--- config.mk ---
export PLATFORM = sky130hd
export DESIGN_NAME = cursor_controller
export DESIGN_NICKNAME = d
export VERILOG_FILES = /design/src/logic/scope_pkg.sv /design/src/logic/cursor_controller.sv
export SDC_FILE = /design/constraint.sdc
export NUM_CORES = 1
export LEC_CHECK = 0
export ABC_CLOCK_PERIOD_IN_PS = 3900
export BUFFER_PORTS_ARGS = -buffer_cell sky130_fd_sc_hd__clkbuf_2
export CORE_MARGIN = 1
export CORE_UTILIZATION = 55
export CTS_CLUSTER_SIZE = 40
export DETAILED_ROUTE_END_ITERATION = 10
export GPL_TIMING_DRIVEN = 1
export PLACE_DENSITY = 0.9
export SYNTH_ARGS = -nofsm -noshare
export SYNTH_HDL_FRONTEND = slang
export SYNTH_SLANG_ARGS = --single-unit
--- constraint.sdc ---
create_clock -name CLK_25MHZ -period 3.9 [get_ports CLK_25MHZ]
set_input_delay 0.78 -clock CLK_25MHZ [delete_from_list [all_inputs] [get_ports CLK_25MHZ]]
set_output_delay 0.78 -clock CLK_25MHZ [all_outputs]
set_load 0.05 [all_outputs]
--- src/logic/scope_pkg.sv ---
package scope_pkg;

   ////////////////////////////////////////////////////////////
   // screen and trace geometry
   ////////////////////////////////////////////////////////////
   localparam int SCREEN_W = 800;
   localparam int SCREEN_H = 600;
   localparam int COORD_W = 11;
   localparam int TRACE_COUNT = 2;
   localparam int TRACE_W = 640;                      // columns from x = 0
   localparam int TRACE_PTR_W = $clog2(TRACE_W);
   localparam int PLOT_W = 8;                         // offset binary plot level
   localparam logic [TRACE_COUNT-1:0][COORD_W-1:0] TRACE_TOP_Y = {11'd438, 11'd266};
   localparam int SAMPLE_PERIOD_CYCLES = 64;
   localparam int SAMPLE_CNT_W = $clog2(SAMPLE_PERIOD_CYCLES);

   ////////////////////////////////////////////////////////////
   // cursor
   ////////////////////////////////////////////////////////////
   localparam int CURSOR_SIZE = 8;
   localparam logic [COORD_W-1:0] CURSOR_HOME_X = 11'd396;
   localparam logic [COORD_W-1:0] CURSOR_HOME_Y = 11'd296;
   localparam logic [COORD_W-1:0] CURSOR_MAX_X = COORD_W'(SCREEN_W - CURSOR_SIZE);
   localparam logic [COORD_W-1:0] CURSOR_MAX_Y = COORD_W'(SCREEN_H - CURSOR_SIZE);
   localparam logic [1:0][11:0] CURSOR_COLORS = {12'hf00, 12'hfff};  // [0] white, [1] red
   localparam int SLOW_FRAME_DIV = 4;
   localparam int SLOW_CNT_W = $clog2(SLOW_FRAME_DIV);

   ////////////////////////////////////////////////////////////
   // keyboard
   ////////////////////////////////////////////////////////////
   localparam int KEY_COUNT = 17;
   localparam logic [7:0] KEY_BREAK_OFFSET = 8'd128;

   // listed msb first, so entry k lines up with bit k of held_keys_t
   localparam logic [KEY_COUNT-1:0][7:0] KEY_MAKE_CODES = {
      8'h02, 8'h03, 8'h04, 8'h05, 8'h06, 8'h07, 8'h08, 8'h09,  // 1 to 8
      8'h3b, 8'h3c,                                            // f1 f2
      8'h31, 8'h32, 8'h39,                                     // n m space
      8'h4b, 8'h4d, 8'h48, 8'h50                               // left right up down
   };

   typedef struct packed {
      logic [7:0] r;
      logic [7:0] g;
      logic [7:0] b;
   } rgb_t;

   typedef struct packed {
      logic [COORD_W-1:0] x;
      logic [COORD_W-1:0] y;
   } screen_pos_t;

   typedef struct packed {
      logic key_1;
      logic key_2;
      logic key_3;
      logic key_4;
      logic key_5;
      logic key_6;
      logic key_7;
      logic key_8;
      logic f1;
      logic f2;
      logic n;
      logic m;              // slow cursor
      logic space;          // colour toggle
      logic left;
      logic right;
      logic up;
      logic down;
   } held_keys_t;

   typedef struct packed {
      logic       sign;
      logic [6:0] upper;    // plotted bits
      logic [3:0] low;
   } sample_fields_t;

   // one dds word, read as a number or as plot fields
   typedef union packed {
      logic signed [11:0] amplitude;
      sample_fields_t     fields;
   } sample_word_u;

   typedef struct packed {
      logic        valid;
      screen_pos_t pos;
   } raster_t;

   localparam rgb_t TRACE_COLOR = '{r: 8'h00, g: 8'hff, b: 8'h30};

endpackage
--- src/logic/cursor_controller.sv ---
`timescale 1ns/1ps

module cursor_controller
(
   input  logic                   CLK_25MHZ,
   input  logic                   reset_from_key,
   input  logic                   frame_start,
   input  scope_pkg::held_keys_t  held_keys,
   output scope_pkg::screen_pos_t cursor_pos,
   output logic [11:0]            cursor_color
);

   logic [scope_pkg::COORD_W-1:0]    pos_x;
   logic [scope_pkg::COORD_W-1:0]    pos_y;
   logic [scope_pkg::COORD_W-1:0]    next_x;
   logic [scope_pkg::COORD_W-1:0]    next_y;
   logic [scope_pkg::SLOW_CNT_W-1:0] slow_cnt;     // frame phase for slow mode
   logic                             move_ok;
   logic                             space_q;
   logic                             color_idx;

   assign move_ok = !held_keys.m || slow_cnt == '0;  // M held, one frame in four

   ////////////////////////////////////////////////////////////
   // one pixel step per held arrow, clamped to the screen
   ////////////////////////////////////////////////////////////
   always_comb
   begin
      next_x = pos_x;
      next_y = pos_y;
      if (held_keys.left && pos_x != '0)
         next_x = next_x - 1'b1;
      if (held_keys.right && pos_x < scope_pkg::CURSOR_MAX_X)
         next_x = next_x + 1'b1;
      if (held_keys.up && pos_y != '0)
         next_y = next_y - 1'b1;
      if (held_keys.down && pos_y < scope_pkg::CURSOR_MAX_Y)
         next_y = next_y + 1'b1;
   end

   always_ff @(posedge CLK_25MHZ)
   begin
      if (reset_from_key)
      begin
         pos_x    <= scope_pkg::CURSOR_HOME_X;
         pos_y    <= scope_pkg::CURSOR_HOME_Y;
         slow_cnt <= '0;
      end
      else if (frame_start)
      begin
         slow_cnt <= (slow_cnt == scope_pkg::SLOW_FRAME_DIV - 1) ? '0 : slow_cnt + 1'b1;
         if (move_ok)
         begin
            pos_x <= next_x;
            pos_y <= next_y;
         end
      end
   end

   // space press flips the colour, holding it does nothing more
   always_ff @(posedge CLK_25MHZ)
   begin
      if (reset_from_key)
      begin
         space_q   <= 1'b0;
         color_idx <= 1'b0;
      end
      else
      begin
         space_q <= held_keys.space;
         if (held_keys.space && !space_q)
            color_idx <= !color_idx;
      end
   end

   assign cursor_pos   = '{x: pos_x, y: pos_y};
   assign cursor_color = scope_pkg::CURSOR_COLORS[color_idx];

   a_cursor_in_bounds : assert property (@(posedge CLK_25MHZ) disable iff (reset_from_key)
      pos_x <= scope_pkg::CURSOR_MAX_X && pos_y <= scope_pkg::CURSOR_MAX_Y);

endmodule

==> results.ini <==
[pwr]
power_mw = 0.948
powerDensity_nw_per_um2 = 378
power.leakage_nw = 0.932
vdd_drop_max_mv = 0.177

[clocking]
cts_hold_buffers = 0
clkTransAtPathRegs_ns = 0.10
cts_root_buf = clkbuf_8
cts_tree = done
clk_path_buf_depth = 2
cts_setup_buffers = 0
numCtsBuffers = 3
cts_resized = 0
cts_htree_levels = 1
cts.sinks = 26
clkLatencyLatePin_ns = 0.28

[timing]
fin_tns_setup_ns = 0
finalCritPeriodShare_pct = 85.7
relSlewSlack_pct = 46.4
finalHoldViolCount = 0
maxSlewViolCount = 0
rsz0062_at_grt = no
max_freq_ghz = 0.299
skew_ns = 0.00682
finalCriticalPeriod_ns = 3.34
setup_viol = 0
worst_pin_slew_ns = 0.804

[status]
status = completed

[die]
die_w_um = 67.4
floorplan.initialDensity_pct = 58.0
io_pins = 54
die_area_um2 = 4540
die_h_um = 67.4
core_um2 = 4060
rows = 23

[yosys]
syn_area_um2 = 2350
synth_most_common_cell = nand2_1
ys_types = 67
synth_cells = 297
synth_edf_count = 0
synth_seq_area_share_pct = 22.1
synthFlopType = dfxtp_1
yosysTopAreaCellShare_pct = 22.1
synth_area_leaders = dfxtp_1 (22%), xnor2_1 (5.6%), nand2_1 (4.3%)
ys_ff_latch = 26
async_reset_ff_share_pct = 0
synth_common_cells = nand2_1 (27), dfxtp_1 (26), nor2_1 (24)
synth_warnings = 0
synth.largest_area_cell = dfxtp_1
synth.avg_cell_area_um2 = 7.92

[finish]
area_growth_pct = 6.60
drive_above_1_share_pct = 20.1
nNetsFinal = 341
n_antenna_cell = 0
nFillCells = 363

[hold_path]
hp-class = reg -> reg

[global_route]
grt_usage_pct = 26.2
grt_max_degree = 28
grt-ovfl-total = 0
antenna_found_initial = 0
first_global_vias = 2020
grt_pass1_wl_mm = 9.27

[drt]
drc_errors = 0
viasPerCell = 6.12
vias = 2229
final_antenna_net_count = 0
drtIter0Drc = 211
wl_per_cell_um = 14.8
drt-total-wl_mm = 5.39
drt_pass1_iterations = 4

[setup_path]
critPathKind = reg -> reg
crit_fanout = 8
start_kind = flop
end_kind = flop
crit_required_ns = 4.06
critPathArrivalTime_ns = 3.50

[placement]
gp_congestion = 0.884
portBuffers = 38
dp_hpwl_mm = 3.80

[flow_run]
maxCapViolCount = 0

logic make-up after synthesis:
logic type | share of synthesized area (%)
AND/OR/NAND/NOR | 29.8
buffers and inverters | 9.84
multiplexers | 4.47
AO/OA/AOI/OAI | 21.5
XOR/XNOR | 8.94
adder cells (fa/ha/maj) | 3.19
other | 0.159
flip-flops | 22.1
layout by cell type, fill, tap and decap left out, drive strengths merged, types with 3 or more instances in the layout:
cell type,n
nor2,24
o311ai,5
nand3,7
xor2,9
a31oi,3
mux2i,6
a211oi,5
xnor2,15
nor2b,4
nand2b,5
clkbuf,42
a311oi,4
nor4b,5
o21ai,17
o211ai,4
or3,4
nor4,7
a21oi,8
dfxtp,26
conb,4
mux2,4
nor3,17
nand2,27
ha,6
a2111oi,3
and3,5
inv,16
worst paths after layout:
| kind | slack (ns) | endpoint | startpoint | cells past startpoint |
|---|---|---|---|---|
| setup / recovery | 0.56 | pos_y[4] | pos_y[4] | 11 |
| hold / removal | 0.49 | pos_y[10] | pos_y[10] | 2 |
| setup reg to reg | 0.56 | pos_y[4] | pos_y[4] | 11 |
| hold reg to reg | 0.49 | pos_y[10] | pos_y[10] | 2 |
per-stage QoR:
step	std cells	util (%)	instance area, um^2	hold slack, ns	worst slack [ns]
CTS	364	61.8	2510	0.488	0.594
global route	364	61.8	2510	0.522	0.240
floorplan	300	-	2360	0.484	0.647
finish	364	61.8	2510	0.492	0.557
detailed placement	360	60.4	2450	0.474	0.617
global placement	360	60.4	2450	0.460	0.705
critical path, stage by stage (launching register included):
cell	delay [ns]
dfxtp_1	0.40
nor4_1	0.66
nand4_1	0.28
nand2_1	0.25
nand2_1	0.07
o21ai_0	0.12
ha_1	0.19
nand2_1	0.09
a211oi_1	0.55
a211oi_1	0.15
o311ai_0	0.33
o21ai_0	0.12
area by class of cell:
type | count | area (um^2) | area share, %
tap | 50 | 62.6 | 2.50
inverter | 16 | 60.1 | 2.40
clock buffer | 4 | 55.1 | 2.20
timing repair buffer | 39 | 198 | 7.88
multi-input combinational | 229 | 1610 | 64.3
sequential | 26 | 520 | 20.8
sequential cells by signal, indices dropped and copies added (netlist names):
name / cells
space_q: 1
pos_x: 11
slow_cnt: 2
color_idx: 1
pos_y: 11
metal layers:
layer / wire length [um] / up-vias / global-route usage, %
met5: 0 / - / 0
met1: 2520 / 1027 / 34.9
met3: 274 / 16 / 2.36
met4: 89 / 0 / 8.51
li1: - / 1106 / -
met2: 2510 / 80 / 43.9
report_power, final:
part	internal [mW]	leakage (nW)	switching (mW)	total, mW
Sequential	0.293	0.214	0.0619	0.355
Combinational	0.125	0.689	0.287	0.413
Clock	0.0905	0.0288	0.0896	0.180
Total	0.509	0.932	0.439	0.948
Note: power is estimated with default switching activity, not from simulation.
