[src/logic/scope_pkg.sv]
package scope_pkg;

   ////////////////////////////////////////////////////////////
   // screen and trace geometry
   ////////////////////////////////////////////////////////////
   localparam int SCREEN_W = 800;
   localparam int SCREEN_H = 600;
   localparam int COORD_W = 11;
   localparam int TRACE_COUNT = 2;
   localparam int TRACE_W = 640;                      // columns from x = 0
   localparam int TRACE_PTR_W = $clog2(TRACE_W);
   localparam int PLOT_W = 8;                         // offset binary plot level
   localparam logic [TRACE_COUNT-1:0][COORD_W-1:0] TRACE_TOP_Y = {11'd438, 11'd266};
   localparam int SAMPLE_PERIOD_CYCLES = 64;
   localparam int SAMPLE_CNT_W = $clog2(SAMPLE_PERIOD_CYCLES);

   ////////////////////////////////////////////////////////////
   // cursor
   ////////////////////////////////////////////////////////////
   localparam int CURSOR_SIZE = 8;
   localparam logic [COORD_W-1:0] CURSOR_HOME_X = 11'd396;
   localparam logic [COORD_W-1:0] CURSOR_HOME_Y = 11'd296;
   localparam logic [COORD_W-1:0] CURSOR_MAX_X = COORD_W'(SCREEN_W - CURSOR_SIZE);
   localparam logic [COORD_W-1:0] CURSOR_MAX_Y = COORD_W'(SCREEN_H - CURSOR_SIZE);
   localparam logic [1:0][11:0] CURSOR_COLORS = {12'hf00, 12'hfff};  // [0] white, [1] red
   localparam int SLOW_FRAME_DIV = 4;
   localparam int SLOW_CNT_W = $clog2(SLOW_FRAME_DIV);

   ////////////////////////////////////////////////////////////
   // keyboard
   ////////////////////////////////////////////////////////////
   localparam int KEY_COUNT = 17;
   localparam logic [7:0] KEY_BREAK_OFFSET = 8'd128;

   // listed msb first, so entry k lines up with bit k of held_keys_t
   localparam logic [KEY_COUNT-1:0][7:0] KEY_MAKE_CODES = {
      8'h02, 8'h03, 8'h04, 8'h05, 8'h06, 8'h07, 8'h08, 8'h09,  // 1 to 8
      8'h3b, 8'h3c,                                            // f1 f2
      8'h31, 8'h32, 8'h39,                                     // n m space
      8'h4b, 8'h4d, 8'h48, 8'h50                               // left right up down
   };

   typedef struct packed {
      logic [7:0] r;
      logic [7:0] g;
      logic [7:0] b;
   } rgb_t;

   typedef struct packed {
      logic [COORD_W-1:0] x;
      logic [COORD_W-1:0] y;
   } screen_pos_t;

   typedef struct packed {
      logic key_1;
      logic key_2;
      logic key_3;
      logic key_4;
      logic key_5;
      logic key_6;
      logic key_7;
      logic key_8;
      logic f1;
      logic f2;
      logic n;
      logic m;              // slow cursor
      logic space;          // colour toggle
      logic left;
      logic right;
      logic up;
      logic down;
   } held_keys_t;

   typedef struct packed {
      logic       sign;
      logic [6:0] upper;    // plotted bits
      logic [3:0] low;
   } sample_fields_t;

   // one dds word, read as a number or as plot fields
   typedef union packed {
      logic signed [11:0] amplitude;
      sample_fields_t     fields;
   } sample_word_u;

   typedef struct packed {
      logic        valid;
      screen_pos_t pos;
   } raster_t;

   localparam rgb_t TRACE_COLOR = '{r: 8'h00, g: 8'hff, b: 8'h30};

endpackage
[src/logic/raster_timebase.sv]
`timescale 1ns/1ps

module raster_timebase
(
   input  logic               CLK_25MHZ,
   input  logic               reset_from_key,
   input  logic               pixel_valid,
   output scope_pkg::raster_t raster,
   output logic               frame_start,
   output logic               sample_tick
);

   logic [scope_pkg::COORD_W-1:0]      x_cnt;
   logic [scope_pkg::COORD_W-1:0]      y_cnt;
   logic [scope_pkg::SAMPLE_CNT_W-1:0] tick_cnt;
   logic                               last_x;
   logic                               last_y;
   logic                               raster_valid;
   scope_pkg::screen_pos_t             raster_pos;

   assign last_x = x_cnt == scope_pkg::SCREEN_W - 1;
   assign last_y = y_cnt == scope_pkg::SCREEN_H - 1;

   // position of the next accepted pixel
   always_ff @(posedge CLK_25MHZ)
   begin
      if (reset_from_key)
      begin
         x_cnt <= '0;
         y_cnt <= '0;
      end
      else if (pixel_valid)
      begin
         if (last_x)
         begin
            x_cnt <= '0;
            y_cnt <= last_y ? '0 : y_cnt + 1'b1;
         end
         else
         begin
            x_cnt <= x_cnt + 1'b1;
         end
      end
   end

   always_ff @(posedge CLK_25MHZ)
   begin
      if (reset_from_key)
      begin
         raster_valid <= 1'b0;
         frame_start  <= 1'b0;
         tick_cnt     <= '0;
         sample_tick  <= 1'b0;
      end
      else
      begin
         raster_valid <= pixel_valid;
         frame_start  <= pixel_valid && x_cnt == '0 && y_cnt == '0;  // lines up with stage 1
         tick_cnt     <= (tick_cnt == scope_pkg::SAMPLE_PERIOD_CYCLES - 1) ? '0
                                                                           : tick_cnt + 1'b1;
         sample_tick  <= tick_cnt == scope_pkg::SAMPLE_PERIOD_CYCLES - 1;  // free running
      end
   end

   always_ff @(posedge CLK_25MHZ)
   begin
      raster_pos <= '{x: x_cnt, y: y_cnt};   // stage 1
   end

   assign raster = '{valid: raster_valid, pos: raster_pos};

   a_raster_on_screen : assert property (@(posedge CLK_25MHZ) disable iff (reset_from_key)
      raster.valid |-> raster.pos.x < scope_pkg::SCREEN_W && raster.pos.y < scope_pkg::SCREEN_H);

endmodule

[config.mk]
export PLATFORM = sky130hd
export DESIGN_NAME = raster_timebase
export DESIGN_NICKNAME = d
export VERILOG_FILES = /design/src/logic/scope_pkg.sv /design/src/logic/raster_timebase.sv
export SDC_FILE = /design/constraint.sdc
export NUM_CORES = 1
export LEC_CHECK = 0
export ABC_CLOCK_PERIOD_IN_PS = 2200
export BUFFER_PORTS_ARGS = -buffer_cell sky130_fd_sc_hd__clkbuf_2
export CAP_MARGIN = 15
export CORE_ASPECT_RATIO = 2
export CORE_UTILIZATION = 30
export DETAILED_ROUTE_END_ITERATION = 8
export PLACE_DENSITY = 0.57
export SLEW_MARGIN = 25
export SYNTH_ARGS = -nofsm -noshare
export SYNTH_HDL_FRONTEND = slang
export SYNTH_SLANG_ARGS = --single-unit
[constraint.sdc]
create_clock -name CLK_25MHZ -period 2.2 [get_ports CLK_25MHZ]
set_input_delay 0.44 -clock CLK_25MHZ [delete_from_list [all_inputs] [get_ports CLK_25MHZ]]
set_output_delay 0.44 -clock CLK_25MHZ [all_outputs]
set_load 0.05 [all_outputs]
==> results.md <==
- Outcome: complete, no violations
- Worst Path Class, Setup: reg2reg
- CTS tree: done
- Routed wire per std cell: 12.6 um
- Area of the die: between 0.006 and 0.007 mm^2
- Later-pin clock latency in the skew report: around 0.3 ns
- Worst path bufs/invs: 0
- Netlist area before placement: 0.00194 mm^2
- Critical path's top delay family: simple AND/OR/NAND/NOR gates
- Dpl cell area: approximately 0.0022 mm^2
- Avg Vias per Cell: between 4 and 5
- Buffers from clock root to sink, at most: 2
- Std-Cell Rows: a little over 40
- Hold_buf cts: 0
- Global-route wire length before repair: about 6.4 mm
- DIE WIDTH: a little under 60 um
- Antenna Violating Nets Remaining: 0
- Total leakage power: about 0.93 nW
- Drc violations: 0
- I/O pin total: 28
- Worst hold path startpoint: x_cnt[10]
- Unique masters post-synth: 34
- Total gr overflow: 0
- Maximum number of pins on one net before global-route repair: 19
- Mapped Avg Cell Area: roughly 10 um^2
- Cts bufs inserted: 5
- Number of standard cells in the final layout excluding fillers: 319
- Via total after detailed routing: approximately 1500
- Startpoint type of the worst setup path: flop
- Wire length reported by the detailed router: 4.02 mm
- Total routing resource utilization after global routing: a little over an eighth
- Syn Nets: around 200
- Die Ht: approximately 120 um
- Max-capacitance violation count: 0
- Most frequent cells in the layout: 52 x dfxtp_1, 27 x clkbuf_2, 18 x nor2_1, 13 x inv_1, 13 x nand3_1
- Peak ir drop on the vdd network: roughly 0.36 mV
- DRT Pass-1 Iters: 4
- Detailed Route Iter0 Violations: 29
- Diodes inserted: 0
- Maximum fanout along the worst path: 6
- Final critical-path share of the clock period: between 90% and 100%
- Detailed placement HPWL: about 3 mm
- Cell Chain, Critical Path: ha_1 > nand3_1 > or4_4 > or4b_1 > a21oi_1
- Post-Place Cells: ~310
- F_max: 0.494 GHz
- Top-area cell type share of the netlist area: between 50% and 60%
- Cell taking the most area after synthesis: dfxtp_1
- CP peak stage delay: approximately 0.58 ns
- Hold Crit Class: reg2reg
- Total of endpoints with negative setup slack in the final report: 0
- Critical path capture point type: flop
- Yosys warning total: 0
- Final-stage net count: between 200 and 250
- Share of the yosys chip area belonging to registers: between 50 and 60%
- CTS root buf: clkbuf_16
- Dominant cells by area after synthesis: dfxtp_1 55%, nor2_1 3.5%, nand3_1 3.3%, ha_1 3.2%, xor2_1 3.2%
- Count of mapped cells out of synthesis: 194
- H-Tree Level Count: 2
- Vias in the first global route: 1387
- Data arrival time of the critical path: between 2 and 2.5 ns
- Slew at the pin with the worst max-slew slack: between 0.5 and 0.6 ns
- Crit path max-delay cell type: or4_4
- Global placement routability congestion: 0.777
- Final worst slack: 0.175 ns
- Power density normalized to cell area: between 800 and 900 mW/mm^2
- Clock Pin Slew Worst Setup and Hold Paths: 0.06 ns
- Final-layout fill cell count: about 680
- Initial cell density of the core: a little over 30%
- Final instance area: roughly 0.0024 mm^2
- Final core utilization: between 30% and 40%
- Area added between synthesis and finish: 22.8%
- Total number of clock tree sinks: 53
- Setup crit start: x_cnt[1]
- Launch instance of the worst register-to-register path: x_cnt[1]
- Initial antenna violation count: 0
- Max-Slew Margin vs Limit: between 60% and 70%
- Worst setup slack after placement: about 0.09 ns
- RSZ-0062 raised after global routing: false
- CP required: 2.43 ns
- Area of the core: roughly 0.0063 mm^2
- Port-buffer cells: 27
- Most frequent standard cell in the layout excluding fill and tap cells: dfxtp_1
- Slew Limit Fails: 0
- Number of synthesized register bits: 53
- Final hold violation count: 0
- Worst Clk Skew: around 0.0065 ns
- Fin Setup TNS: 0 ns
- Final Critical Period: 2.03 ns
- Share of cells above drive strength 1: about 22%
==> layout make-up <==
type / instances / area, um^2 / area share [%]
Clock buffer: 7 / 143 / 5.98
Clock inverter: 1 / 30.0 / 1.26
Inverter: 13 / 48.8 / 2.05
Multi-Input combinational cell: 120 / 766 / 32.1
Sequential cell: 53 / 1060 / 44.5
Tap cell: 86 / 108 / 4.51
Timing Repair Buffer: 39 / 229 / 9.60
==> metal layers <==
layer  GRT usage (%)  wire, um
met1            12.2      1510
met2            24.2      2260
met3            3.01       125
met4            8.89       127
met5               0         0
==> report_power, final <==
group          total [mW]  switching, mW  leakage [nW]  internal [mW]
sequential          0.987         0.0118         0.429          0.975
clock               0.896          0.328        0.0841          0.568
combinational      0.0728         0.0495         0.422         0.0233
total                1.96          0.389         0.935           1.57
==> worst paths after layout <==
path,to,slack [ns],cells past startpoint
setup / recovery,y_cnt[7],0.17,5
hold / removal,raster[21],0.39,0
setup reg to reg,y_cnt[7],0.17,5
hold reg to reg,raster[21],0.39,0
==> synth_stat cells <==
library cell,instances
a41oi_1,1
a21boi_0,2
xor2_1,7
clkbuf_8,1
o21bai_1,1
a21oi_1,9
nor3_1,2
buf_6,3
a311oi_1,1
o21ai_0,3
ha_1,5
nand2b_1,1
or4_4,2
buf_4,1
mux2i_1,1
nand4_1,7
and4_2,1
nor4_1,5
inv_1,13
o32ai_1,6
or4b_2,1
and4_1,3
nor2b_1,1
and3_1,4
and3_2,1
buf_2,1
or3_1,7
dfxtp_1,53
or4b_1,1
xnor2_1,6
clkbuf_1,2
nor2_1,18
nand2_1,11
nand3_1,13
==> sequential cells by signal (all words and copies together), names as in the netlist <==
signal / cells
frame_start: 1
raster: 22
raster_valid: 1
sample_tick: 1
tick_cnt: 6
x_cnt: 11
y_cnt: 11
==> metrics by stage <==
step | power, mW | hold WS, ns
3_5_place_dp | 1.08 | 0.375
3_3_place_gp | 1.08 | 0.368
5_1_grt | 2.02 | 0.396
4_1_cts | 1.98 | 0.385
6_report | 1.96 | 0.388
2_1_floorplan | 1.07 | 0.360
==> logic make-up (layout without fill, tap and decap cells) <==
| group | count (synthesis) | in the layout | share of synthesized area [%] |
|---|---|---|---|
| compound gates | 23 | 23 | 7.86 |
| simple gates | 78 | 78 | 22.0 |
| fa+ha+maj | 5 | 5 | 3.22 |
| buf+inv | 21 | 60 | 5.99 |
| xor+xnor | 13 | 13 | 5.86 |
| flops | 53 | 53 | 54.6 |
| mux | 1 | 1 | 0.515 |
==> what timing repair did <==
item | CTS | global route
setup buffers | 0 | 0
gates resized for setup | 0 | 2
endpoints found under the setup margin | 0 | 2
Note: power is estimated with default switching activity, not from simulation.
