==> src/logic/scope_pkg.sv <==
package scope_pkg;

   ////////////////////////////////////////////////////////////
   // screen and trace geometry
   ////////////////////////////////////////////////////////////
   localparam int SCREEN_W = 800;
   localparam int SCREEN_H = 600;
   localparam int COORD_W = 11;
   localparam int TRACE_COUNT = 2;
   localparam int TRACE_W = 640;                      // columns from x = 0
   localparam int TRACE_PTR_W = $clog2(TRACE_W);
   localparam int PLOT_W = 8;                         // offset binary plot level
   localparam logic [TRACE_COUNT-1:0][COORD_W-1:0] TRACE_TOP_Y = {11'd438, 11'd266};
   localparam int SAMPLE_PERIOD_CYCLES = 64;
   localparam int SAMPLE_CNT_W = $clog2(SAMPLE_PERIOD_CYCLES);

   ////////////////////////////////////////////////////////////
   // cursor
   ////////////////////////////////////////////////////////////
   localparam int CURSOR_SIZE = 8;
   localparam logic [COORD_W-1:0] CURSOR_HOME_X = 11'd396;
   localparam logic [COORD_W-1:0] CURSOR_HOME_Y = 11'd296;
   localparam logic [COORD_W-1:0] CURSOR_MAX_X = COORD_W'(SCREEN_W - CURSOR_SIZE);
   localparam logic [COORD_W-1:0] CURSOR_MAX_Y = COORD_W'(SCREEN_H - CURSOR_SIZE);
   localparam logic [1:0][11:0] CURSOR_COLORS = {12'hf00, 12'hfff};  // [0] white, [1] red
   localparam int SLOW_FRAME_DIV = 4;
   localparam int SLOW_CNT_W = $clog2(SLOW_FRAME_DIV);

   ////////////////////////////////////////////////////////////
   // keyboard
   ////////////////////////////////////////////////////////////
   localparam int KEY_COUNT = 17;
   localparam logic [7:0] KEY_BREAK_OFFSET = 8'd128;

   // listed msb first, so entry k lines up with bit k of held_keys_t
   localparam logic [KEY_COUNT-1:0][7:0] KEY_MAKE_CODES = {
      8'h02, 8'h03, 8'h04, 8'h05, 8'h06, 8'h07, 8'h08, 8'h09,  // 1 to 8
      8'h3b, 8'h3c,                                            // f1 f2
      8'h31, 8'h32, 8'h39,                                     // n m space
      8'h4b, 8'h4d, 8'h48, 8'h50                               // left right up down
   };

   typedef struct packed {
      logic [7:0] r;
      logic [7:0] g;
      logic [7:0] b;
   } rgb_t;

   typedef struct packed {
      logic [COORD_W-1:0] x;
      logic [COORD_W-1:0] y;
   } screen_pos_t;

   typedef struct packed {
      logic key_1;
      logic key_2;
      logic key_3;
      logic key_4;
      logic key_5;
      logic key_6;
      logic key_7;
      logic key_8;
      logic f1;
      logic f2;
      logic n;
      logic m;              // slow cursor
      logic space;          // colour toggle
      logic left;
      logic right;
      logic up;
      logic down;
   } held_keys_t;

   typedef struct packed {
      logic       sign;
      logic [6:0] upper;    // plotted bits
      logic [3:0] low;
   } sample_fields_t;

   // one dds word, read as a number or as plot fields
   typedef union packed {
      logic signed [11:0] amplitude;
      sample_fields_t     fields;
   } sample_word_u;

   typedef struct packed {
      logic        valid;
      screen_pos_t pos;
   } raster_t;

   localparam rgb_t TRACE_COLOR = '{r: 8'h00, g: 8'hff, b: 8'h30};

endpackage
==> src/logic/pixel_compositor.sv <==
`timescale 1ns/1ps

module pixel_compositor
(
   input  logic                              CLK_25MHZ,
   input  logic                              reset_from_key,
   input  scope_pkg::raster_t                raster,
   input  scope_pkg::rgb_t                   bg_rgb,
   input  logic [scope_pkg::TRACE_COUNT-1:0] trace_hit,
   input  scope_pkg::screen_pos_t            cursor_pos,
   input  logic [11:0]                       cursor_color,
   output scope_pkg::rgb_t                   rgb_out,
   output logic                              rgb_valid
);

   logic                   valid_s2;
   scope_pkg::screen_pos_t pos_s2;
   scope_pkg::rgb_t        bg_s1;      // background arrives with pixel_valid
   scope_pkg::rgb_t        bg_s2;
   scope_pkg::rgb_t        cursor_rgb;
   scope_pkg::rgb_t        pixel_rgb;
   logic                   in_cursor;

   assign cursor_rgb = '{r: {cursor_color[11:8], 4'h0},
                         g: {cursor_color[7:4], 4'h0},
                         b: {cursor_color[3:0], 4'h0}};

   assign in_cursor = pos_s2.x >= cursor_pos.x && pos_s2.x < cursor_pos.x + scope_pkg::CURSOR_SIZE
                      && pos_s2.y >= cursor_pos.y
                      && pos_s2.y < cursor_pos.y + scope_pkg::CURSOR_SIZE;

   ////////////////////////////////////////////////////////////
   // priority mux, cursor over traces over background
   ////////////////////////////////////////////////////////////
   always_comb
   begin
      if (in_cursor)
         pixel_rgb = cursor_rgb;
      else if (|trace_hit)
         pixel_rgb = scope_pkg::TRACE_COLOR;
      else
         pixel_rgb = bg_s2;
   end

   always_ff @(posedge CLK_25MHZ)
   begin
      if (reset_from_key)
      begin
         valid_s2  <= 1'b0;
         rgb_valid <= 1'b0;
      end
      else
      begin
         valid_s2  <= raster.valid;
         rgb_valid <= valid_s2;                 // stage 3
      end
   end

   always_ff @(posedge CLK_25MHZ)
   begin
      bg_s1   <= bg_rgb;
      bg_s2   <= bg_s1;
      pos_s2  <= raster.pos;
      rgb_out <= pixel_rgb;
   end

   // channels register their hit in step with this stage
   a_hit_in_stage_2 : assert property (@(posedge CLK_25MHZ) disable iff (reset_from_key)
      |trace_hit |-> valid_s2);

endmodule

==> config.mk <==
export PLATFORM = sky130hd
export DESIGN_NAME = pixel_compositor
export DESIGN_NICKNAME = d
export VERILOG_FILES = /design/src/logic/scope_pkg.sv /design/src/logic/pixel_compositor.sv
export SDC_FILE = /design/constraint.sdc
export NUM_CORES = 1
export LEC_CHECK = 0
export BUFFER_PORTS_ARGS = -buffer_cell sky130_fd_sc_hd__buf_2
export CAP_MARGIN = 10
export CORE_ASPECT_RATIO = 1.75
export CORE_MARGIN = 2
export CORE_UTILIZATION = 47
export DETAILED_ROUTE_END_ITERATION = 7
export PLACE_DENSITY = 0.78
export RECOVER_POWER = 50
export SYNTH_ARGS = -nofsm -noshare
export SYNTH_HDL_FRONTEND = slang
export SYNTH_SLANG_ARGS = --single-unit
==> constraint.sdc <==
create_clock -name CLK_25MHZ -period 8.4 [get_ports CLK_25MHZ]
set_input_delay 1.26 -clock CLK_25MHZ [delete_from_list [all_inputs] [get_ports CLK_25MHZ]]
set_output_delay 1.26 -clock CLK_25MHZ [all_outputs]
set_load 0.05 [all_outputs]
==> summary.txt <==
category of the most critical setup path = primary input to flop
type of origin of the critical path = primary input
worst voltage drop across the vdd grid = 0.240 mV
met3 routing resource usage after global routing = 0.0645
post-cts hold buffer count = 0
post-synthesis average cell area = 11.5 um^2
most numerous cell in the Yosys netlist = sky130_fd_sc_hd__dfxtp_1
count of maximum capacitance violations = 0
largest area contributor in the netlist = sky130_fd_sc_hd__dfxtp_1
Yosys warnings = 0
setup-violating endpoint count in the final report = 0
latest clock arrival within the worst-skew pair = 0.33 ns
routed wirelength normalized by instance count = 13.2 um
leading register cell type out of synthesis = sky130_fd_sc_hd__dfxtp_1
HPWL after DPL = 5330 um
list of cells traversed by the critical path = buf_2 -> ha_1 -> nand3_1 -> nor3_1 -> xnor2_1 -> ha_1 -> a21o_1 -> a21oi_2 -> or3b_1 -> o21ai_2 -> o2111ai_4 -> mux2_4
most prevalent standard cell on the critical path = sky130_fd_sc_hd__ha_1
Power Internal = 0.809 mW
number of enable flip-flop cells after synthesis = 0
layout cell share with drive strength beyond 1 = 0.318
status = finished, final reports clean
antenna diode count = 0
wire length of the first global-routing pass = 10,400 um
Tot Pwr = 1.07 mW
Final min period = 3.86 ns
DR DRC count = 0
die area = 0.00799 mm^2
part of the total power dissipated in the clock network = 0.410
vias per inst = 4.87
sw power = 0.257 mW
maximum number of buffers from clock root to sink = 2
post-placement cell count = 488
Hold WC Path Type = flop to flop
routed vias = 2,455
antenna violations before repair = 0
total clock buffers created by CTS = 9
TritonCTS clock tree = done
endpoints failing hold = 0
ranking of synthesized cells by area = sky130_fd_sc_hd__dfxtp_1 (56%), sky130_fd_sc_hd__ha_1 (15%), sky130_fd_sc_hd__inv_1 (3.5%), sky130_fd_sc_hd__xnor2_1 (3.1%), sky130_fd_sc_hd__a21oi_1 (1.9%)
RSZ-0062 raised after global routing = no
P_leak = 2.20 nW
Core Area = 0.00713 mm^2
count of cells resized by post-cts repair = 0
ys async rst share = 0
worst clock skew = 0.00851 ns
maximum net fanout on the critical path = 24
slew at the pin closest to its max-slew limit = 0.772 ns
antenna-violating nets left = 0
vertical extent of the die = 117 um
worst slew slack as a fraction of its limit = 0.485
Max Slew Vio Count = 0
data required time of the worst path = 8.63 ns
I/O pin count = 110
final clock period utilization by the worst path = 0.459
global-route met1 utilization = 0.159
clock root buffer = sky130_fd_sc_hd__clkbuf_16
# nets final = 538
final estimated routing congestion in global placement = 0.770
most numerous cell types in the synthesized netlist = sky130_fd_sc_hd__dfxtp_1 (96), sky130_fd_sc_hd__ha_1 (40), sky130_fd_sc_hd__inv_1 (32), sky130_fd_sc_hd__a21oi_1 (13)
total power per unit cell area = 244 mW/mm^2
achievable clock frequency = 259 MHz
vias in the first global route = 2,531
count of routing violations after the opening detailed-route iteration = 43
number of synthesized register bits = 96
Final TNS setup = 0 ns
number of optimization iterations in the first detailed-route pass = 4
global-route met2 utilization = 0.333
maximum number of pins on one net before global-route repair = 25
Worst Path Arrival = 4.08 ns
critical path's largest stage delay = 0.44 ns
sink count of the clock tree = 96
number of H-tree levels = 3
combined global-route utilization of all metal layers = 0.178
layout overhead on the synthesized area = 28.0%
Starting Density = 0.479
Synthesized Nets = 423
clock edge transition at the registers on the reported setup and hold paths = 0.07 ns
hold_ws = 0.320 ns
Seq pwr share = 0.461
count of different cell masters after synthesis = 36
area share of the largest cell type after synthesis = 0.563
Die Width = 68.4 um
switching power share of the total = 0.241
floorplan row count = 41
busiest layer in global routing = met2
total standard cell area after synthesis = 0.00341 mm^2
Slowest-stage cell, CP = sky130_fd_sc_hd__mux2_4
grt total ovfl = 0
Combinational Power Share = 0.129
share of the yosys chip area belonging to registers = 0.563
buffers inserted by post-CTS timing repair = 0
category of the worst setup path capture point = flop
instance count of the mapped netlist = 298
total of buffers placed on input and output ports = 109
post-route non-filler standard cell count = 504
Post-Route WL = 6650 um
==> routing by layer <==
layer	share of wire	wire length, um
met5	0	0
met4	0.025	167
met3	0.081	541
met2	0.54	3580
met1	0.36	2360
==> sequential cells by signal, summed over array words and instances, names as in the netlist <==
name       count
valid_s2       1
bg_s2         24
pos_s2        22
rgb_out       24
bg_s1         24
rgb_valid      1
==> stage by stage <==
stage / area, um^2 / worst slack, ns / util
floorplan: 3410 / 4.71 / -
global placement: 4040 / 4.23 / 0.566
detailed placement: 4040 / 4.17 / 0.566
CTS: 4370 / 4.53 / 0.613
global route: 4370 / 4.35 / 0.613
finish: 4370 / 4.54 / 0.613
==> worst max-delay path: cells and delay by family <==
kind / cells / cell delay (ns)
fa+ha+maj: 2 / 0.45
simple gates: 3 / 0.75
xor+xnor: 1 / 0.16
compound gates: 4 / 0.90
mux: 1 / 0.44
buf+inv: 1 / 0.11
==> cell type report <==
type	count	area [um^2]
Fill cell	623	2760
Sequential cell	96	1920
Multi-Input combinational cell	165	1340
Timing Repair Buffer	109	546
Clock buffer	11	243
Inverter	32	120
Tap cell	86	108
Clock inverter	5	86.3
==> cell usage in the layout (no fill, tap or decap), types with 2 or more instances in the layout <==
cell type / count
sky130_fd_sc_hd__xnor2_1: 12
sky130_fd_sc_hd__nand4_1: 4
sky130_fd_sc_hd__nor2_1: 7
sky130_fd_sc_hd__dfxtp_1: 96
sky130_fd_sc_hd__nand2_1: 12
sky130_fd_sc_hd__a21o_1: 2
sky130_fd_sc_hd__nand3_1: 11
sky130_fd_sc_hd__and3_1: 8
sky130_fd_sc_hd__a21oi_1: 13
sky130_fd_sc_hd__o21ai_0: 5
sky130_fd_sc_hd__inv_6: 2
sky130_fd_sc_hd__inv_1: 32
sky130_fd_sc_hd__mux2i_1: 6
sky130_fd_sc_hd__a211oi_1: 3
sky130_fd_sc_hd__o31a_1: 4
sky130_fd_sc_hd__nor3_1: 6
sky130_fd_sc_hd__o211ai_1: 2
sky130_fd_sc_hd__clkbuf_16: 9
sky130_fd_sc_hd__bufinv_16: 2
sky130_fd_sc_hd__ha_1: 40
sky130_fd_sc_hd__mux2_4: 2
sky130_fd_sc_hd__mux2_2: 4
sky130_fd_sc_hd__or3_1: 6
sky130_fd_sc_hd__nor2b_1: 5
sky130_fd_sc_hd__o21a_1: 2
sky130_fd_sc_hd__buf_2: 109
==> path summary, 6_finish.rpt <==
| path | start | cells past startpoint | slack, ns | end |
|---|---|---|---|---|
| max | cursor_pos[3] | 12 | 4.54 | rgb_out[15]$_DFF_P_ |
| min | bg_s1[15]$_DFF_P_ | 0 | 0.32 | bg_s2[15]$_DFF_P_ |
| max reg2reg | pos_s2[20]$_DFF_P_ | 6 | 5.93 | rgb_out[15]$_DFF_P_ |
| min reg2reg | bg_s1[15]$_DFF_P_ | 0 | 0.32 | bg_s2[15]$_DFF_P_ |
==> cell families after synthesis <==
logic type | count (synthesis) | share of synthesized area
muxes | 12 | 0.0396
xor gates and xnor gates | 12 | 0.0308
DFF | 96 | 0.563
adders and majority gates | 40 | 0.147
buffers and inverters | 37 | 0.0433
AOI/OAI and AO/OA | 39 | 0.0814
and+or+nand+nor | 62 | 0.0953
==> power groups by stage <==
| stage | clock network (mW) | logic, mW | registers, mW |
|---|---|---|---|
| 2_1_floorplan | 0 | 0.0612 | 0.532 |
| 3_3_place_gp | 0 | 0.134 | 0.500 |
| 3_5_place_dp | 0 | 0.139 | 0.501 |
| 4_1_cts | 0.451 | 0.140 | 0.491 |
| 5_1_grt | 0.466 | 0.153 | 0.493 |
| 6_report | 0.437 | 0.138 | 0.491 |
Power figures use the tool's default switching activity.
