<file path="src/logic/scope_pkg.sv">
package scope_pkg;

   ////////////////////////////////////////////////////////////
   // screen and trace geometry
   ////////////////////////////////////////////////////////////
   localparam int SCREEN_W = 800;
   localparam int SCREEN_H = 600;
   localparam int COORD_W = 11;
   localparam int TRACE_COUNT = 2;
   localparam int TRACE_W = 640;                      // columns from x = 0
   localparam int TRACE_PTR_W = $clog2(TRACE_W);
   localparam int PLOT_W = 8;                         // offset binary plot level
   localparam logic [TRACE_COUNT-1:0][COORD_W-1:0] TRACE_TOP_Y = {11'd438, 11'd266};
   localparam int SAMPLE_PERIOD_CYCLES = 64;
   localparam int SAMPLE_CNT_W = $clog2(SAMPLE_PERIOD_CYCLES);

   ////////////////////////////////////////////////////////////
   // cursor
   ////////////////////////////////////////////////////////////
   localparam int CURSOR_SIZE = 8;
   localparam logic [COORD_W-1:0] CURSOR_HOME_X = 11'd396;
   localparam logic [COORD_W-1:0] CURSOR_HOME_Y = 11'd296;
   localparam logic [COORD_W-1:0] CURSOR_MAX_X = COORD_W'(SCREEN_W - CURSOR_SIZE);
   localparam logic [COORD_W-1:0] CURSOR_MAX_Y = COORD_W'(SCREEN_H - CURSOR_SIZE);
   localparam logic [1:0][11:0] CURSOR_COLORS = {12'hf00, 12'hfff};  // [0] white, [1] red
   localparam int SLOW_FRAME_DIV = 4;
   localparam int SLOW_CNT_W = $clog2(SLOW_FRAME_DIV);

   ////////////////////////////////////////////////////////////
   // keyboard
   ////////////////////////////////////////////////////////////
   localparam int KEY_COUNT = 17;
   localparam logic [7:0] KEY_BREAK_OFFSET = 8'd128;

   // listed msb first, so entry k lines up with bit k of held_keys_t
   localparam logic [KEY_COUNT-1:0][7:0] KEY_MAKE_CODES = {
      8'h02, 8'h03, 8'h04, 8'h05, 8'h06, 8'h07, 8'h08, 8'h09,  // 1 to 8
      8'h3b, 8'h3c,                                            // f1 f2
      8'h31, 8'h32, 8'h39,                                     // n m space
      8'h4b, 8'h4d, 8'h48, 8'h50                               // left right up down
   };

   typedef struct packed {
      logic [7:0] r;
      logic [7:0] g;
      logic [7:0] b;
   } rgb_t;

   typedef struct packed {
      logic [COORD_W-1:0] x;
      logic [COORD_W-1:0] y;
   } screen_pos_t;

   typedef struct packed {
      logic key_1;
      logic key_2;
      logic key_3;
      logic key_4;
      logic key_5;
      logic key_6;
      logic key_7;
      logic key_8;
      logic f1;
      logic f2;
      logic n;
      logic m;              // slow cursor
      logic space;          // colour toggle
      logic left;
      logic right;
      logic up;
      logic down;
   } held_keys_t;

   typedef struct packed {
      logic       sign;
      logic [6:0] upper;    // plotted bits
      logic [3:0] low;
   } sample_fields_t;

   // one dds word, read as a number or as plot fields
   typedef union packed {
      logic signed [11:0] amplitude;
      sample_fields_t     fields;
   } sample_word_u;

   typedef struct packed {
      logic        valid;
      screen_pos_t pos;
   } raster_t;

   localparam rgb_t TRACE_COLOR = '{r: 8'h00, g: 8'hff, b: 8'h30};

endpackage
</file>
<file path="src/logic/key_state_tracker.sv">
`timescale 1ns/1ps

module key_state_tracker
(
   input  logic                  CLK_25MHZ,
   input  logic                  reset_from_key,
   input  logic [7:0]            key_event,
   input  logic                  key_event_ready,
   output scope_pkg::held_keys_t held_keys
);

   logic [scope_pkg::KEY_COUNT-1:0] key_flags;   // bit k follows KEY_MAKE_CODES[k]
   logic [scope_pkg::KEY_COUNT-1:0] make_hit;
   logic [scope_pkg::KEY_COUNT-1:0] break_hit;

   ////////////////////////////////////////////////////////////
   // event byte decode
   ////////////////////////////////////////////////////////////
   always_comb
   begin
      for (int k = 0; k < scope_pkg::KEY_COUNT; k++)
      begin
         make_hit[k]  = key_event == scope_pkg::KEY_MAKE_CODES[k];
         break_hit[k] = key_event == scope_pkg::KEY_MAKE_CODES[k]
                                     + scope_pkg::KEY_BREAK_OFFSET;  // break is make + 128
      end
   end

   always_ff @(posedge CLK_25MHZ)
   begin
      if (reset_from_key)
      begin
         key_flags <= '0;
      end
      else if (key_event_ready)
      begin
         key_flags <= (key_flags | make_hit) & ~break_hit;  // unknown byte hits nothing
      end
   end

   assign held_keys = scope_pkg::held_keys_t'(key_flags);

endmodule

</file>
<file path="config.mk">
export PLATFORM = sky130hd
export DESIGN_NAME = key_state_tracker
export DESIGN_NICKNAME = d
export VERILOG_FILES = /design/src/logic/scope_pkg.sv /design/src/logic/key_state_tracker.sv
export SDC_FILE = /design/constraint.sdc
export NUM_CORES = 1
export LEC_CHECK = 0
export BUFFER_PORTS_ARGS = -buffer_cell sky130_fd_sc_hd__buf_2
export CAP_MARGIN = 0
export CELL_PAD_IN_SITES_DETAIL_PLACEMENT = 2
export CELL_PAD_IN_SITES_GLOBAL_PLACEMENT = 2
export CORE_ASPECT_RATIO = 2
export CORE_MARGIN = 1
export CORE_UTILIZATION = 31
export CTS_BUF_LIST = sky130_fd_sc_hd__clkbuf_16
export DETAILED_ROUTE_END_ITERATION = 16
export GPL_ROUTABILITY_DRIVEN = 0
export PLACE_DENSITY_LB_ADDON = 0.1
export REMOVE_ABC_BUFFERS = 1
export SLEW_MARGIN = 20
export SYNTH_ARGS = -nofsm -noshare
export SYNTH_HDL_FRONTEND = slang
export SYNTH_SLANG_ARGS = --single-unit
</file>
<file path="constraint.sdc">
create_clock -name CLK_25MHZ -period 1.3 [get_ports CLK_25MHZ]
set_input_delay 0 -clock CLK_25MHZ [delete_from_list [all_inputs] [get_ports CLK_25MHZ]]
set_output_delay 0 -clock CLK_25MHZ [all_outputs]
set_load 0.01 [all_outputs]
</file>
==> impl_metrics.yaml, run 1 <==
grt:
  grt_pass1_wl_um: 3930
  antenna_found_initial: 0
  grt_max_degree: 13
  grt.overflow.total: 0
  grt_usage_pct: 19.5
  grt_pass1_vias: 855
critical_path:
  cp_data_arrival_time_ps: 890
  worstSetupPathType: "input pin to register"
  worstRegToRegCells: 2
  worstPathRequired_ps: 1430
  path_max_fanout: 8
  cp-end-kind: "register"
  start_kind: "input pin"
  crit-reg2reg-capture: "held_keys[4]"
  reg2reg_from: "held_keys[4]"
  r2r_slack_ps: 640
clocking:
  cts.sinks: 17
  htreeDepth: 1
  clockBufferDepth: 2
  cts_buffers: 3
  cts.repair.resized: 0
  cts_tree: "yes"
  post_cts_buffers: 0
  cts_root_buffer: "clkbuf_16"
  worstSkewPairLatency_ps: 240
  clkTransAtPathRegs_ps: 50
  cts_hold_buf: 0
sta:
  setup_viol: 0
  fin_crit_sh_pct: 58.7
  slew_violations: 0
  finalClockSkew_ps: 0
  finalHoldViolCount: 0
  slew-limit-headroom_pct: 73.3
  fin_tns_setup_ps: 0
  fin_crit_ps: 763
  worst_pin_slew_ps: 400
  rsz0062_at_grt: "no"
  fmax_mhz: 1310
yosys:
  yosysWarnings: 0
  seq_area_frac_synth_pct: 40.7
  synth_seq_cells: 17
  synth.area.top_cells: "dfxtp_1 (41%), mux2i_1 (9.6%), and4_1 (7.3%)"
  yosys.area.top_type: "dfxtp_1"
  avgSynthCellArea_um2: 9.85
  synth_top_area_share_pct: 40.7
  syn_area_um2: 837
  ys_types: 20
  synthCells: 85
pwr:
  vdd_drop_max_uv: 939
  leakage_nw: 0.525
  p_per_area_mw_per_mm2: 1130
  power_mw: 1.25
die:
  io_pins: 28
  die_area_mm2: 0.00292
  core_area_mm2: 0.00257
  initial_utilization_pct: 32.6
  die_y_um: 75.5
  die_width_um: 38.7
  fp-row-count: 26
detailed_routing:
  vias_per_cell: 5.56
  drc: 0
  drtIter0Drc: 19
  firstDrtPassIters: 4
  wl_per_cell_um: 17.1
  routed_wl_um: 2470
  vias: 806
  postRouteAntennaNets: 0
finish:
  stdcell_area_mm2: 0.00111
  synthToLayoutAreaGrowth_pct: 32.3
  largest_reg_flops: 17
  n_antenna_cell: 0
  final_common_cell: "buf_2"
  final_cell_mix: "buf_2 (27), dfxtp_1 (17), nor3_1 (9)"
  fin_nets: 129
  drive_gt1_share_pct: 35.9
placement:
  dpl-instance-area_mm2: 0.00103
  dpl.hpwl_um: 1930
  io_buffers: 27
hold_path:
  whs_path_depth: 2
  hp-start: "reset_from_key"
  worstHoldEndpoint: "held_keys[5]"
  hold_path.class: "input pin to register"
job:
  cap_violations: 0
run_status:
  status: "complete, no violations"
## metrics by stage
step	worst slack [ps]	hold slack (ps)	instances	util [%]
5_1_grt	479	72.0	145	43.1
6_report	537	53.3	145	43.1
3_3_place_gp	301	318	141	40.0
3_5_place_dp	276	336	141	40.0
4_1_cts	519	68.1	145	43.1
2_1_floorplan	414	77.4	79	-
## worst max-delay path by stage
stage                 start  cells after the start  slack, ps             to
4_1_cts        key_event[6]                      4        520   held_keys[8]
3_5_place_dp   key_event[6]                      4        280   held_keys[8]
3_3_place_gp   key_event[5]                      5        300  held_keys[12]
5_1_grt        key_event[5]                      5        480  held_keys[14]
2_1_floorplan  key_event[5]                      3        410   held_keys[9]
6_report       key_event[6]                      4        540   held_keys[8]
## metal layers
metal	share of wire (%)	track usage [%]	routed length, um
met5	0	0	0
met4	1.0	6.90	25
met3	3.0	2.62	74
met2	59	38.7	1470
met1	37	18.8	903
## cell families (layout without fill, tap and decap cells)
| kind of cell | count (synthesis) | count (layout) | share of synthesized area [%] |
|---|---|---|---|
| AND/OR/NAND/NOR | 45 | 45 | 39.3 |
| flip-flops | 17 | 17 | 40.7 |
| buffers and inverters | 6 | 38 | 3.89 |
| multiplexers | 8 | 8 | 9.57 |
| AO/OA/AOI/OAI | 9 | 9 | 6.58 |
## power by group
part / switching, mW / total (mW) / internal, mW
combinational: 0.0652 / 0.109 / 0.0436
sequential: 0.000813 / 0.524 / 0.523
clock: 0.204 / 0.616 / 0.411
## layout make-up
cell class	instances	area, um2
Fill cell	304	1460
Multi-Input combinational cell	62	464
Sequential cell	17	340
Timing Repair Buffer	34	188
Clock buffer	3	75.1
Tap cell	28	35.0
Clock inverter	1	5.00
## cell usage after synthesis (all sizes together)
library cell	number
nor2	2
and3	1
or2	1
nand4	5
nand4b	3
nor3	9
and4	8
a31oi	8
clkbuf	3
nand2b	8
buf	3
dfxtp	17
a21oi	1
mux2i	8
and4b	3
nor2b	3
nor4b	1
and4bb	1
## critical path, cell delays in order
cell and delay (ps):
buf_2 130, and4b_1 440, nand4_1 170, mux2i_1 150
Note: power is estimated with default switching activity, not from simulation.
==> run 2, diff against run 1 <==
--- a/config.mk
+++ b/config.mk
@@ -11,7 +11,7 @@
 export CELL_PAD_IN_SITES_GLOBAL_PLACEMENT = 2
 export CORE_ASPECT_RATIO = 2
 export CORE_MARGIN = 1
-export CORE_UTILIZATION = 31
+export CORE_UTILIZATION = 28
 export CTS_BUF_LIST = sky130_fd_sc_hd__clkbuf_16
 export DETAILED_ROUTE_END_ITERATION = 16
 export GPL_ROUTABILITY_DRIVEN = 0
==> constraint.sdc (replaced) <==
create_clock -name CLK_25MHZ -period 0.8 [get_ports CLK_25MHZ]
set_input_delay 0 -clock CLK_25MHZ [delete_from_list [all_inputs] [get_ports CLK_25MHZ]]
set_output_delay 0 -clock CLK_25MHZ [all_outputs]
set_load 0.01 [all_outputs]
==> impl_metrics.yaml, run 2 (synthesis results as in run 1) <==
run_status:
  status: "complete, no violations"
sta:
  fin_tns_setup_ps: 0
  setup_viol: 0
  slew-limit-headroom_pct: 85.6
  rsz0062_at_grt: "no"
  finalClockSkew_ps: 0
  finalHoldViolCount: 0
  fin_crit_ps: 752
  fin_crit_sh_pct: 94.0
  fmax_mhz: 1330
  slew_violations: 0
  worst_pin_slew_ps: 216
grt:
  grt_max_degree: 13
  globalRouteMet2Util_pct: 35.1
  grt_pass1_vias: 880
  grt_usage_pct: 19.2
  grt_pass1_wl_um: 4160
  antenna_found_initial: 0
  met1_usage_pct: 18.7
  grtUsageMet3_pct: 2.79
  grt-busiest-layer: "met2"
  grt.overflow.total: 0
finish:
  drive_gt1_share_pct: 40.9
  stdcell_count: 156
  synthToLayoutAreaGrowth_pct: 41.9
  largest_reg_flops: 17
  fill_cells: 328
  fin_nets: 139
  final_common_cell: "buf_2"
  n_antenna_cell: 0
  final_cell_mix: "buf_2 (27), dfxtp_1 (17), buf_4 (16), nor3_1 (9)"
die:
  io_pins: 28
  die_width_um: 40.7
  initial_utilization_pct: 29.9
  core_area_mm2: 0.00280
  die_y_um: 79.3
  fp-row-count: 27
  die_area_mm2: 0.00323
detailed_routing:
  wl_per_cell_um: 17.4
  drc: 0
  postRouteAntennaNets: 0
  vias: 874
  routed_wl_um: 2710
  drtIter0Drc: 14
  vias_per_cell: 5.60
  firstDrtPassIters: 4
placement:
  io_buffers: 27
  dp.cells: 152
  dpl.hpwl_um: 2040
critical_path:
  worstSetupPathType: "input pin to register"
  cp_data_arrival_time_ps: 890
  worstPathRequired_ps: 930
  reg2reg_from: "held_keys[4]"
  start_kind: "input pin"
  worstRegToRegCells: 2
  cp-end-kind: "register"
  crit-reg2reg-capture: "held_keys[4]"
  path_max_fanout: 12
  r2r_slack_ps: 140
hold_path:
  worstHoldEndpoint: "held_keys[2]"
  whs_path_depth: 3
  hold_path.class: "input pin to register"
  hp-start: "key_event[3]"
clocking:
  cts_buffers: 3
  cts_hold_buf: 0
  cts_tree: "yes"
  worstSkewPairLatency_ps: 250
  htreeDepth: 1
  cts_root_buffer: "clkbuf_16"
  cts.sinks: 17
  clkTransAtPathRegs_ps: 50
  clockBufferDepth: 2
pwr:
  power_mw: 2.09
  leakage_nw: 0.575
  p_per_area_mw_per_mm2: 1760
  vdd_drop_max_uv: 1180
job:
  cap_violations: 0
-- run 2: layer usage --
layer	wire, um	up-vias
met5	0	-
met4	59	0
met3	87	5
met2	1560	21
met1	1000	435
li1	-	413
-- run 2: worst max-delay path by stage --
| stage | end | slack, ps | cells past startpoint | start |
|---|---|---|---|---|
| after floorplan | held_keys[9] | -90 | 3 | key_event[5] |
| after global placement | held_keys[12] | -190 | 5 | key_event[5] |
| after detailed placement | held_keys[12] | -250 | 5 | key_event[5] |
| after CTS | held_keys[12] | 9 | 5 | key_event[5] |
| after global routing | held_keys[16] | 0.9 | 5 | key_event[5] |
| final | held_keys[12] | 50 | 5 | key_event[5] |
-- run 2: layout make-up --
class	count	area, um2	area share [%]
Multi-Input combinational cell	62	464	39.1
Clock buffer	3	75.1	6.32
Sequential cell	17	340	28.7
Clock inverter	1	5.00	0.421
Tap cell	29	36.3	3.06
Timing Repair Buffer	44	267	22.4
-- run 2: power breakdown --
group / switching, mW / internal, mW
registers: 0.00131 / 0.850
logic: 0.120 / 0.101
clock network: 0.347 / 0.670
total: 0.468 / 1.62
-- run 2: stage by stage --
stage	setup WS, ps	utilization [%]	hold slack [ps]	cell area [um2]
2_1_floorplan	-85.6	-	77.4	805
3_3_place_gp	-188	39.4	362	1100
3_5_place_dp	-249	39.4	365	1100
4_1_cts	8.78	42.2	102	1180
5_1_grt	0.890	42.3	133	1190
6_report	48.3	42.3	101	1190
-- run 2: worst max-delay path, stage by stage --
cell	delay, ps
buf_2	130
nor4b_4	290
buf_6	190
nand4b_1	140
mux2i_1	140
-- run 2: repair_timing --
action	CTS	global route
endpoints found under the hold margin	0	0
buffers inserted	0	0
endpoints found under the setup margin	0	3
gates resized for setup	0	1
==> run 3, diff against run 2 <==
--- a/config.mk
+++ b/config.mk
@@ -5,13 +5,14 @@
 export SDC_FILE = /design/constraint.sdc
 export NUM_CORES = 1
 export LEC_CHECK = 0
+export ABC_AREA = 1
 export BUFFER_PORTS_ARGS = -buffer_cell sky130_fd_sc_hd__buf_2
 export CAP_MARGIN = 0
 export CELL_PAD_IN_SITES_DETAIL_PLACEMENT = 2
 export CELL_PAD_IN_SITES_GLOBAL_PLACEMENT = 2
 export CORE_ASPECT_RATIO = 2
 export CORE_MARGIN = 1
-export CORE_UTILIZATION = 28
+export CORE_UTILIZATION = 25
 export CTS_BUF_LIST = sky130_fd_sc_hd__clkbuf_16
 export DETAILED_ROUTE_END_ITERATION = 16
 export GPL_ROUTABILITY_DRIVEN = 0
==> impl_metrics.yaml, run 3 <==
clocking:
  cts.repair.resized: 0
  cts_hold_buf: 0
  post_cts_buffers: 0
  clkTransAtPathRegs_ps: 50
  htreeDepth: 1
  cts_tree: "yes"
  cts.sinks: 17
  cts_root_buffer: "clkbuf_16"
  cts_buffers: 3
  clockBufferDepth: 2
  worstSkewPairLatency_ps: 250
critical_path:
  path_max_fanout: 2
  worstPathRequired_ps: 800
  crit_slowest_cell: "dfxtp_1"
  worstPathCellList: "buf_2"
  crit_path_max_incr_delay_ps: 340
  cp_data_arrival_time_ps: 720
  cp_num_buf_inv: 1
  worstSetupPathType: "register to primary output"
  cp-end-kind: "primary output"
  path_delay_family: "flip-flops"
  start_kind: "register"
yosys:
  synth_ff_type: "dfxtp_1"
  syn_area_um2: 946
  synth_edf_count: 0
  synth_top_area_share_pct: 36.0
  synth_seq_cells: 17
  yosysMostFrequentCell: "nor2_1"
  ys_types: 15
  seq_area_frac_synth_pct: 36.0
  yosysWarnings: 0
  synth.area.top_cells: "dfxtp_1 (36%), nor2_1 (21%), nand2_1 (13%)"
  synthCells: 155
  ys_top_cells_by_count: "nor2_1 (54), nand2_1 (33), dfxtp_1 (17), inv_1 (17), o21ai_0 (9)"
  synthArstFlopShare_pct: 0
  avgSynthCellArea_um2: 6.10
  yosys.area.top_type: "dfxtp_1"
sta:
  worst_pin_slew_ps: 273
  rsz0062_at_grt: "no"
  fmax_mhz: 1390
  setup_viol: 0
  finalClockSkew_ps: 0
  fin_tns_setup_ps: 0
  slew_violations: 0
  fin_crit_ps: 721
  setup_slack_ps: 78.7
  finalHoldViolCount: 0
  fin_crit_sh_pct: 90.2
  hold_ws_ps: 171
  slew-limit-headroom_pct: 81.8
run_status:
  status: "complete, no violations"
detailed_routing:
  routed_wl_um: 3370
  postRouteAntennaNets: 0
  drc: 0
  wl_per_cell_um: 13.6
  vias_per_cell: 4.57
  vias: 1129
  drtIter0Drc: 17
  firstDrtPassIters: 4
pwr:
  power_mw: 2.14
  leakage_nw: 0.662
  vdd_drop_max_uv: 692
  p_per_area_mw_per_mm2: 1610
grt:
  antenna_found_initial: 0
  globalRouteMet2Util_pct: 37.9
  grt_max_degree: 18
  grtUsageMet3_pct: 1.82
  met1_usage_pct: 19.7
  grt_pass1_wl_um: 5710
  grt_usage_pct: 19.8
  grt-busiest-layer: "met2"
  grt_pass1_vias: 1211
  grt.overflow.total: 0
die:
  die_width_um: 45.5
  io_pins: 28
  initial_utilization_pct: 26.2
  die_area_mm2: 0.00405
  core_area_mm2: 0.00361
  die_y_um: 89.0
  fp-row-count: 31
finish:
  synthToLayoutAreaGrowth_pct: 40.9
  final_cell_mix: "nor2_1 (54), nand2_1 (33), buf_2 (27), inv_1 (18), dfxtp_1 (17)"
  fin_nets: 210
  stdcell_count: 247
  stdcell_area_mm2: 0.00133
  n_antenna_cell: 0
  drive_gt1_share_pct: 28.3
  largest_reg_flops: 17
  final_util_pct: 36.9
  final_common_cell: "nor2_1"
placement:
  dpl-instance-area_mm2: 0.00125
  dpl.hpwl_um: 2750
  dp.cells: 243
  io_buffers: 27
  pre_cts_slack_ps: -167
job:
  cap_violations: 0
hold_path:
  hold_path.class: "input pin to register"
run 3: cell types whose count changed after synthesis, sizes merged, moves of 8 or more:
cell and change:
nor3 -9, inv +18, and4 -8, mux2i -8, o21ai +9, nor2 +61
a31oi -8, nand2b -8, nand2 +33, nand3 +11
run 3: path summary, 6_finish.rpt:
| kind | endpoint | slack (ps) | cells after the start | startpoint |
|---|---|---|---|---|
| max | held_keys[16] | 80 | 1 | held_keys[16] |
| min | held_keys[2] | 170 | 5 | reset_from_key |
| min reg2reg | held_keys[1] | 460 | 2 | held_keys[1] |
| max reg2reg | held_keys[6] | 180 | 2 | held_keys[6] |
run 3: layer usage:
metal / share of wire [%] / wire length (um)
met5: 0 / 0
met4: 2.2 / 74
met2: 59 / 2000
met3: 2.0 / 69
met1: 36 / 1220
run 3: cells by family (layout without fill, tap and decap cells):
logic type      count (synthesis)  count (layout)  synth area share, %
compound gates                 10              10                 5.29
buf+inv                        19              62                 7.54
flops                          17              17                 36.0
simple gates                  109             109                 51.2
run 3: where the power goes:
group | leakage (nW) | switching [mW] | internal [mW]
clock | 0.0423 | 0.351 | 0.665
combinational | 0.483 | 0.169 | 0.106
sequential | 0.137 | 0.000902 | 0.849
run 3: layout make-up:
cell class / count / area [um2]
fill: 496 / 2270
multi-input combinational: 119 / 539
sequential: 17 / 340
timing repair buffer: 40 / 245
clock buffer: 3 / 75.1
inverter: 18 / 67.6
tap: 49 / 61.3
clock inverter: 1 / 3.75
